<file path="src/rtl/ldpc_alu_pkg.sv">
package ldpc_alu_pkg;

    // --------------------
    // Widths
    // --------------------
    localparam int XLEN      = 64;
    localparam int LANE_W    = 8;
    localparam int MAX_LANES = XLEN / LANE_W;

    // Symmetric clamp that never yields -128 from saturation
    localparam int SAT_MAX   = 127;

    typedef logic [XLEN-1:0] xlen_t;

    // --------------------
    // Operations
    // --------------------
    typedef enum logic [4:0] {
        // Adder
        ADD,
        SUB,
        ADDW,
        SUBW,
        // Logic
        AND_L,
        OR_L,
        XOR_L,
        // Shifts
        SLL,
        SRL,
        SRA,
        SLLW,
        SRLW,
        SRAW,
        // Set-less-than
        SLTS,
        SLTU,
        // Branch resolution only
        EQ,
        NE,
        LTS,
        LTU,
        GES,
        GEU,
        // LDPC lane ops
        LDPC_SUB_SAT,
        LDPC_ABS,
        LDPC_MAX,
        LDPC_MIN,
        LDPC_EVAL,
        LDPC_RSIGN,
        LDPC_NMESS,
        LDPC_ADD_SAT
    } alu_op_t;

    // --------------------
    // Operand word
    // --------------------
    // Scalar view for the integer path, lane view for the LDPC path
    // Lane 0 sits in bits 7:0
    typedef union packed {
        xlen_t                                   word;
        logic signed [MAX_LANES-1:0][LANE_W-1:0] lanes;
    } alu_word_u;

endpackage

</file>
<file path="src/rtl/alu_req_ctrl.sv">
`timescale 1ns/1ns

module alu_req_ctrl import ldpc_alu_pkg::*; (
    input  logic      clk_i,
    input  logic      arst_n_i,
    input  logic      req_i,
    input  alu_op_t   op_i,
    input  xlen_t     operand_a_i,
    input  xlen_t     operand_b_i,
    input  xlen_t     merged_result_i,
    input  logic      branch_taken_i,
    output alu_op_t   cap_op_o,
    output alu_word_u cap_a_o,
    output alu_word_u cap_b_o,
    output logic      ack_o,
    output xlen_t     result_o,
    output logic      branch_o
);

    localparam logic [1:0] S_IDLE = 2'd0;
    localparam logic [1:0] S_EXEC = 2'd1;
    localparam logic [1:0] S_ACK  = 2'd2;

    logic [1:0] state_q;
    logic [1:0] state_d;

    // --------------------
    // Handshake FSM
    // --------------------
    always_comb begin
        state_d = state_q;
        case (state_q)
            S_IDLE: begin
                if (req_i) begin
                    state_d = S_EXEC;
                end
            end
            S_EXEC: state_d = S_ACK;
            // Hold ack until the requester lets go
            S_ACK: begin
                if (!req_i) begin
                    state_d = S_IDLE;
                end
            end
            default: state_d = S_IDLE;
        endcase
    end

    always_ff @(posedge clk_i or negedge arst_n_i) begin
        if (!arst_n_i) begin
            state_q <= S_IDLE;
        end else begin
            state_q <= state_d;
        end
    end

    assign ack_o = (state_q == S_ACK);

    // Operand capture on the accepting edge
    always_ff @(posedge clk_i) begin
        if (state_q == S_IDLE && req_i) begin
            cap_op_o     <= op_i;
            cap_a_o.word <= operand_a_i;
            cap_b_o.word <= operand_b_i;
        end
    end

    // Result registers, loaded one edge after capture
    always_ff @(posedge clk_i or negedge arst_n_i) begin
        if (!arst_n_i) begin
            result_o <= '0;
            branch_o <= 1'b0;
        end else if (state_q == S_EXEC) begin
            result_o <= merged_result_i;
            branch_o <= branch_taken_i;
        end
    end

    // --------------------
    // Protocol checks
    // --------------------
    a_ack_needs_req: assert property (@(posedge clk_i) disable iff (!arst_n_i)
        $rose(ack_o) |-> $past(req_i))
        else $error("ack_o rose without a pending request");

    a_op_known: assert property (@(posedge clk_i) disable iff (!arst_n_i)
        (state_q == S_IDLE && req_i) |-> !$isunknown(op_i))
        else $error("op_i unknown on an accepted request");

endmodule

</file>
<file path="src/rtl/int_alu.sv">
`timescale 1ns/1ns

module int_alu import ldpc_alu_pkg::*; (
    input  alu_op_t   op_i,
    input  alu_word_u a_i,
    input  alu_word_u b_i,
    output xlen_t     result_o,
    output logic      branch_o
);

    // --------------------
    // Adder
    // --------------------
    logic          negate_b;
    logic [XLEN:0] adder_in_a;
    logic [XLEN:0] adder_in_b;
    logic [XLEN:0] adder_sum;
    xlen_t         adder_res;
    logic          adder_zero;

    // Subtract and equality share the inverted b path
    assign negate_b = op_i inside {SUB, SUBW, EQ, NE};

    // Extra LSB carries the +1 of the two's complement
    assign adder_in_a = {a_i.word, 1'b1};
    assign adder_in_b = {b_i.word, 1'b0} ^ {(XLEN+1){negate_b}};
    assign adder_sum  = adder_in_a + adder_in_b;
    assign adder_res  = adder_sum[XLEN:1];
    assign adder_zero = ~|adder_res;

    // --------------------
    // Shifter
    // --------------------
    logic          shift_left;
    logic          shift_arith;
    xlen_t         shift_in;
    logic [31:0]   shift_in32;
    logic [XLEN:0] shr_ext;
    logic [32:0]   shr_ext32;
    xlen_t         shift_res;
    logic [31:0]   shift_res32;

    assign shift_left  = (op_i == SLL) || (op_i == SLLW);
    assign shift_arith = (op_i == SRA) || (op_i == SRAW);

    // Left shifts go through the right shifter on reversed bits
    assign shift_in   = shift_left ? {<<{a_i.word}} : a_i.word;
    assign shift_in32 = shift_left ? {<<{a_i.word[31:0]}} : a_i.word[31:0];

    assign shr_ext   = $unsigned($signed({shift_arith & shift_in[XLEN-1], shift_in})
                                 >>> b_i.word[5:0]);
    assign shr_ext32 = $unsigned($signed({shift_arith & shift_in32[31], shift_in32})
                                 >>> b_i.word[4:0]);

    assign shift_res   = shift_left ? {<<{shr_ext[XLEN-1:0]}} : shr_ext[XLEN-1:0];
    assign shift_res32 = shift_left ? {<<{shr_ext32[31:0]}} : shr_ext32[31:0];

    // --------------------
    // Comparator
    // --------------------
    logic signed_cmp;
    logic less;

    assign signed_cmp = op_i inside {SLTS, LTS, GES};
    assign less = $signed({signed_cmp & a_i.word[XLEN-1], a_i.word})
                < $signed({signed_cmp & b_i.word[XLEN-1], b_i.word});

    // --------------------
    // Result select
    // --------------------
    always_comb begin
        result_o = '0;
        case (op_i)
            ADD, SUB:         result_o = adder_res;
            // Word forms keep the low half and sign-extend bit 31
            ADDW, SUBW:       result_o = {{(XLEN-32){adder_res[31]}}, adder_res[31:0]};
            AND_L:            result_o = a_i.word & b_i.word;
            OR_L:             result_o = a_i.word | b_i.word;
            XOR_L:            result_o = a_i.word ^ b_i.word;
            SLL, SRL, SRA:    result_o = shift_res;
            SLLW, SRLW, SRAW: result_o = {{(XLEN-32){shift_res32[31]}}, shift_res32};
            SLTS, SLTU:       result_o = {{(XLEN-1){1'b0}}, less};
            default:          result_o = '0;
        endcase
    end

    // Branch outcome, taken by default
    always_comb begin
        case (op_i)
            EQ:       branch_o = adder_zero;
            NE:       branch_o = ~adder_zero;
            LTS, LTU: branch_o = less;
            GES, GEU: branch_o = ~less;
            default:  branch_o = 1'b1;
        endcase
    end

    // Zero flag of a - b must match a direct equality test
    always_comb begin
        if (op_i == EQ || op_i == NE) begin
            assert final (adder_zero == (a_i.word == b_i.word))
                else $error("adder zero flag disagrees with operand compare");
        end
    end

endmodule

</file>
<file path="src/rtl/ldpc_alu_top.sv">
`timescale 1ns/1ns

module ldpc_alu_top import ldpc_alu_pkg::*; #(
    parameter int SIMD_LANES = 8
) (
    input  logic    clk_i,
    input  logic    arst_n_i,
    input  logic    req_i,
    input  alu_op_t op_i,
    input  xlen_t   operand_a_i,
    input  xlen_t   operand_b_i,
    output logic    ack_o,
    output xlen_t   result_o,
    output logic    branch_o
);

    alu_op_t   cap_op;
    alu_word_u cap_a;
    alu_word_u cap_b;
    xlen_t     int_result;
    logic      branch_taken;
    alu_word_u ldpc_result;
    xlen_t     merged_result;

    // Handshake, capture and result registers
    alu_req_ctrl u_req_ctrl (
        .clk_i           (clk_i),
        .arst_n_i        (arst_n_i),
        .req_i           (req_i),
        .op_i            (op_i),
        .operand_a_i     (operand_a_i),
        .operand_b_i     (operand_b_i),
        .merged_result_i (merged_result),
        .branch_taken_i  (branch_taken),
        .cap_op_o        (cap_op),
        .cap_a_o         (cap_a),
        .cap_b_o         (cap_b),
        .ack_o           (ack_o),
        .result_o        (result_o),
        .branch_o        (branch_o)
    );

    // The two datapaths see the same captured operands
    int_alu u_int_alu (
        .op_i     (cap_op),
        .a_i      (cap_a),
        .b_i      (cap_b),
        .result_o (int_result),
        .branch_o (branch_taken)
    );

    ldpc_simd_unit #(
        .SIMD_LANES (SIMD_LANES)
    ) u_ldpc_simd (
        .op_i     (cap_op),
        .a_i      (cap_a),
        .b_i      (cap_b),
        .result_o (ldpc_result)
    );

    result_merge u_merge (
        .op_i          (cap_op),
        .int_result_i  (int_result),
        .ldpc_result_i (ldpc_result),
        .result_o      (merged_result)
    );

endmodule

</file>
<file path="src/rtl/ldpc_simd_unit.sv">
`timescale 1ns/1ns

module ldpc_simd_unit import ldpc_alu_pkg::*; #(
    parameter int SIMD_LANES = 8
) (
    input  alu_op_t   op_i,
    input  alu_word_u a_i,
    input  alu_word_u b_i,
    output alu_word_u result_o
);

    if (SIMD_LANES < 1 || SIMD_LANES > MAX_LANES) begin : g_lane_check
        $error("SIMD_LANES must lie between 1 and MAX_LANES");
    end

    // Clamp a 9-bit sum to +/- SAT_MAX
    function automatic logic signed [LANE_W-1:0] saturate(
        input logic signed [LANE_W:0] v
    );
        logic signed [LANE_W-1:0] res;
        if (v > SAT_MAX) begin
            res = SAT_MAX[LANE_W-1:0];
        end else if (v < -SAT_MAX) begin
            res = -SAT_MAX[LANE_W-1:0];
        end else begin
            res = v[LANE_W-1:0];
        end
        return res;
    endfunction

    // --------------------
    // One lane
    // --------------------
    function automatic logic signed [LANE_W-1:0] lane_op(
        input alu_op_t                  op,
        input logic signed [LANE_W-1:0] a,
        input logic signed [LANE_W-1:0] b
    );
        logic signed [LANE_W:0]   sum;
        logic signed [LANE_W:0]   dif;
        logic signed [LANE_W-1:0] res;
        // Widened to 9 bits so overflow is visible
        sum = a + b;
        dif = a - b;
        case (op)
            LDPC_SUB_SAT: res = saturate(dif);
            LDPC_ADD_SAT: res = saturate(sum);
            // -128 wraps back onto itself
            LDPC_ABS:     res = (a < 0) ? -a : a;
            LDPC_MAX:     res = (a >= b) ? a : b;
            LDPC_MIN:     res = (a >= b) ? b : a;
            LDPC_EVAL:    res = (a == b) ? 8'hff : 8'h00;
            LDPC_RSIGN:   res = (b >= 0) ? (a ^ 8'h01) : a;
            LDPC_NMESS:   res = (a != 0) ? b : -b;
            default:      res = '0;
        endcase
        return res;
    endfunction

    // Lanes past SIMD_LANES stay zero
    always_comb begin
        result_o = '0;
        for (int i = 0; i < SIMD_LANES; i++) begin
            result_o.lanes[i] = lane_op(op_i, a_i.lanes[i], b_i.lanes[i]);
        end
    end

    // Saturating ops never reach -128 in any active lane
    always_comb begin : sat_check
        logic in_range;
        in_range = 1'b1;
        for (int i = 0; i < SIMD_LANES; i++) begin
            if ($signed(result_o.lanes[i]) < -SAT_MAX ||
                $signed(result_o.lanes[i]) > SAT_MAX) begin
                in_range = 1'b0;
            end
        end
        if (op_i == LDPC_ADD_SAT || op_i == LDPC_SUB_SAT) begin
            assert final (in_range)
                else $error("saturated lane result outside +/- SAT_MAX");
        end
    end

endmodule

</file>
<file path="src/rtl/result_merge.sv">
`timescale 1ns/1ns

module result_merge import ldpc_alu_pkg::*; (
    input  alu_op_t   op_i,
    input  xlen_t     int_result_i,
    input  alu_word_u ldpc_result_i,
    output xlen_t     result_o
);

    logic is_ldpc;
    logic is_branch;

    // --------------------
    // Classify the op
    // --------------------
    assign is_ldpc = op_i inside {
        LDPC_SUB_SAT, LDPC_ABS, LDPC_MAX, LDPC_MIN,
        LDPC_EVAL, LDPC_RSIGN, LDPC_NMESS, LDPC_ADD_SAT
    };

    // Branch ops only produce the flag
    assign is_branch = op_i inside {EQ, NE, LTS, LTU, GES, GEU};

    // --------------------
    // Output word
    // --------------------
    always_comb begin
        if (is_ldpc) begin
            result_o = ldpc_result_i.word;
        end else if (is_branch) begin
            result_o = '0;
        end else begin
            result_o = int_result_i;
        end
    end

endmodule

</file>
<file path="config.mk">
export PLATFORM = sky130hd
export DESIGN_NAME = ldpc_alu_top
export DESIGN_NICKNAME = d
export VERILOG_FILES = /design/src/rtl/ldpc_alu_pkg.sv /design/src/rtl/alu_req_ctrl.sv /design/src/rtl/int_alu.sv /design/src/rtl/ldpc_alu_top.sv /design/src/rtl/ldpc_simd_unit.sv /design/src/rtl/result_merge.sv
export SDC_FILE = /design/constraint.sdc
export NUM_CORES = 2
export LEC_CHECK = 0
export ABC_AREA = 1
export BUFFER_PORTS_ARGS = -buffer_cell sky130_fd_sc_hd__buf_2
export CAP_MARGIN = 20
export CORE_UTILIZATION = 30
export CTS_CLUSTER_SIZE = 30
export DETAILED_ROUTE_END_ITERATION = 16
export PLACE_DENSITY = 0.5
export SYNTH_ARGS = -nofsm -noshare
export SYNTH_HDL_FRONTEND = slang
export SYNTH_SLANG_ARGS = --single-unit
</file>
<file path="constraint.sdc">
create_clock -name clk_i -period 15.59 [get_ports clk_i]
set_clock_uncertainty 0.1 [all_clocks]
set_input_delay 3.118 -clock clk_i [delete_from_list [all_inputs] [get_ports clk_i]]
set_output_delay 3.118 -clock clk_i [all_outputs]
set_load 0.03 [all_outputs]
</file>
==> qor.txt <==
Initial Utilization - 30.3%
CTS clock-pin slew for the worst setup and hold paths - 0.12 ns
Hold Crit Class - flip-flop to flip-flop
P_leak - 18.9 nW
Clock Latency Late Sink - 0.60 ns
Worst slew pin tran - 1.23 ns
Post-synth EDFFs - 133
Final ANT Viol Nets - 0
Most frequent cells in the layout - 1825 x nand2_1, 764 x nand3_1, 653 x inv_1
Port bufs - 201
RePlAce Congestion - 1.09
Post-CTS resize count - 0
Sequential area share after synthesis - 15.6%
Total Power - 0.00653 W
CTS buffer count - 17
Root buf cell - clkbuf_16
MaxCap Viol Count - 0
RSZ-0062 raised after global routing - false
Via count - 45700
Element type at the critical path end - flip-flop
Die Area - 122000 sq um
Post-route setup TNS - 0 ns
Layout fillers - 13800
Layout cells sized above 1 - 7.41%
Yosys warns - 0
GRT overflow - 0
Average size of a mapped cell - 5.82 sq um
Nets - 6724
F_max - 167 MHz
CP Data Required Time - 15.96 ns
Yosys cell types - 66
Postcts setup bufs - 0
Most frequent cell on the critical path - nand2_1
Setup CP Type - flip-flop to flip-flop
Post-DP HPWL - 174 mm
Vias in the first global route - 41600
Outcome - completed
FFs w/ async S/R, synth - 33.5%
Net Switching - 0.00419 W
Seq pwr share - 15.9%
Io pins - 202
Pwr Density - 165 nW/um^2
Post-synthesis cell area - 36300 sq um
GRT Util Overall - 34.6%
First-pass GRT wire length - 303 mm
Number of clock sinks - 200
Pre-Repair DR Iteration Count - 6
Switching part of the total - 64.2%
Mapped Nets - 6676
First DRT Iteration DRCs - 6324
Relative slew slack - 17.4%
Most common cell after layout, fill and taps aside - nand2_1
Max clock buf depth - 2
Arrival @ worst endpoint - 6.36 ns
Die Span X - 350 microns
DR vias/cell - 5.78
Core Area - 120000 sq um
Cells after synthesis - 6240
Pin count of the biggest net entering global routing - 128
Post-CTS Hold Buffers - 0
Critical Path Start Type - flip-flop
Slew Limit Fails - 0
CP max FO - 38
WL final - 217 mm
# H-tree levels - 4
Seq cells post-synth - 200
Hold Violations, Final - 0
CP max stage delay - 0.78 ns
Post-layout minimum cycle time - 5.99 ns
TritonCTS clock tree - built
Clock group share of total power - 7.7%
Final setup fails - 0
Max stage delay cell, worst path - nand2_1
# rows - 127
Drt drc - 0
Die H - 350 microns
Initial antenna violation count - 11
Critical-path cell list - nor2_1 -> nand3_1 -> nand3_4 -> buf_4 -> xor2_1 -> ha_1 -> a21oi_1 -> o21ai_0 -> a21oi_1 -> o21ai_0 -> inv_1 -> nand2_1 -> nand2_1 -> a21oi_2 -> nand2_1 -> nand2_4 -> nor2_1 -> nand2_1 -> o21bai_1 -> inv_1
Final cycle utilization of the critical path - 38.4%
Area growth syn-to-layout - 8.88%
Worst vdd ir - 0.0990 mV
Int Pwr - 0.00233 W
Top_reg_cell synth - edfxtp_1
Combinational share of power - 76.4%
Routed len/inst - 27.4 microns
==> synth_stat cells (7+ instances only) <==
cell type	n	area, sq um
nand2_1	1826	6850
nand3_1	764	3820
inv_1	660	2480
nor2_1	453	1700
a21oi_1	400	2000
o21ai_0	377	1890
ha_1	284	3550
xor2_1	149	1310
clkbuf_1	135	507
edfxtp_1	133	3990
o21ai_1	118	591
nor3_1	114	571
nand4_1	69	432
buf_1	67	251
dfrtp_1	67	1680
o22ai_1	55	344
o211ai_1	52	390
or2_2	43	269
buf_2	40	200
o2111ai_1	39	342
nand3b_1	31	233
inv_2	29	109
nor4_1	29	181
o21bai_1	27	203
a211oi_1	20	150
a31oi_1	20	125
nand2_2	20	125
o21ai_2	18	158
o221ai_1	17	149
fa_1	16	320
clkinv_1	13	48.8
a221oi_1	12	105
xnor2_1	12	105
o31ai_1	11	82.6
buf_6	10	113
a221o_1	8	80.1
a22oi_1	8	60.1
and3_1	8	50.1
nor2_2	8	50.1
a21o_1	7	52.6
o311ai_0	7	61.3
or2_1	7	43.8
==> cell type report <==
| cell class | count | area, sq um | area share [%] |
|---|---|---|---|
| clock inverter | 15 | 163 | 0.412 |
| timing repair buffer | 288 | 1690 | 4.28 |
| sequential | 200 | 5670 | 14.3 |
| tap | 1612 | 2020 | 5.10 |
| multi-input combinational | 5078 | 26900 | 68.1 |
| clock buffer | 17 | 425 | 1.08 |
| inverter | 703 | 2640 | 6.68 |
| antenna | 1 | 2.50 | 0.00633 |
==> metrics by stage <==
step	worst slack [ns]	area (sq um)	std cells	utilization [%]	hold WS [ns]
after CTS	9.82	39500	7911	32.9	0.391
after global routing	9.25	39500	7913	32.9	0.415
after floorplan	2.05	36300	6240	-	0.332
final	9.60	39500	7914	32.9	0.384
after detailed placement	9.84	38900	7879	32.4	0.377
after global placement	9.89	38900	7878	32.4	0.364
==> power groups by stage <==
| stage | logic, W | registers (W) | clock network [W] |
|---|---|---|---|
| floorplan | 0.00298 | 0.00110 | 0 |
| global placement | 0.00482 | 0.00103 | 0 |
| detailed placement | 0.00481 | 0.00103 | 0 |
| CTS | 0.00483 | 0.00102 | 0.000518 |
| global route | 0.00537 | 0.00104 | 0.000529 |
| finish | 0.00499 | 0.00104 | 0.000502 |
==> critical path, delay by kind of cell, from the launching register on <==
family | cells | cell delay, ns
AND/OR/NAND/NOR | 9 | 2.63
AO/OA/AOI/OAI | 6 | 1.16
adder cells (fa/ha/maj) | 1 | 0.30
flip-flops | 1 | 0.56
XOR/XNOR | 1 | 0.26
buffers and inverters | 3 | 0.80
==> worst paths after layout <==
check | slack [ns] | end | cells after the start | start
worst min-delay path | 0.38 | u_req_ctrl.state_q[0] | 1 | u_req_ctrl.state_q[1]
worst max-delay path | 9.60 | u_req_ctrl.result_o[34] | 20 | u_req_ctrl.cap_op_o[1]
min in group asynchronous | 2.35 | u_req_ctrl.result_o[14] | 1 | arst_n_i
max in group asynchronous | 11.95 | u_req_ctrl.result_o[46] | 2 | arst_n_i
worst min register to register | 0.38 | u_req_ctrl.state_q[0] | 1 | u_req_ctrl.state_q[1]
worst max register to register | 9.60 | u_req_ctrl.result_o[34] | 20 | u_req_ctrl.cap_op_o[1]
==> metal layers <==
layer	wire (microns)	GRT usage, %	vias up
met2	88200	49.9	2636
met5	31	0	-
li1	-	-	21000
met1	91400	46.3	21600
met4	15100	21.2	4
met3	22300	7.99	489
==> state kept, by name (all words and copies together) (netlist names) <==
register / cells
u_req_ctrl.result_o: 64
u_req_ctrl.branch_o: 1
u_req_ctrl.cap_a_o: 64
u_req_ctrl.cap_op_o: 5
u_req_ctrl.cap_b_o: 64
u_req_ctrl.state_q: 2
==> logic make-up (layout without fill, tap and decap cells) <==
| kind of cell | count (synthesis) | count (layout) | synth area share, % |
|---|---|---|---|
| fa+ha+maj | 300 | 300 | 10.7 |
| mux | 2 | 2 | 0.0552 |
| compound gates | 1223 | 1223 | 19.3 |
| buf+inv | 962 | 1023 | 10.5 |
| other cells | 0 | 1 | 0 |
| xor+xnor | 161 | 161 | 3.89 |
| simple gates | 3392 | 3392 | 40.0 |
| flops | 200 | 200 | 15.6 |
Power figures use the tool's default switching activity.
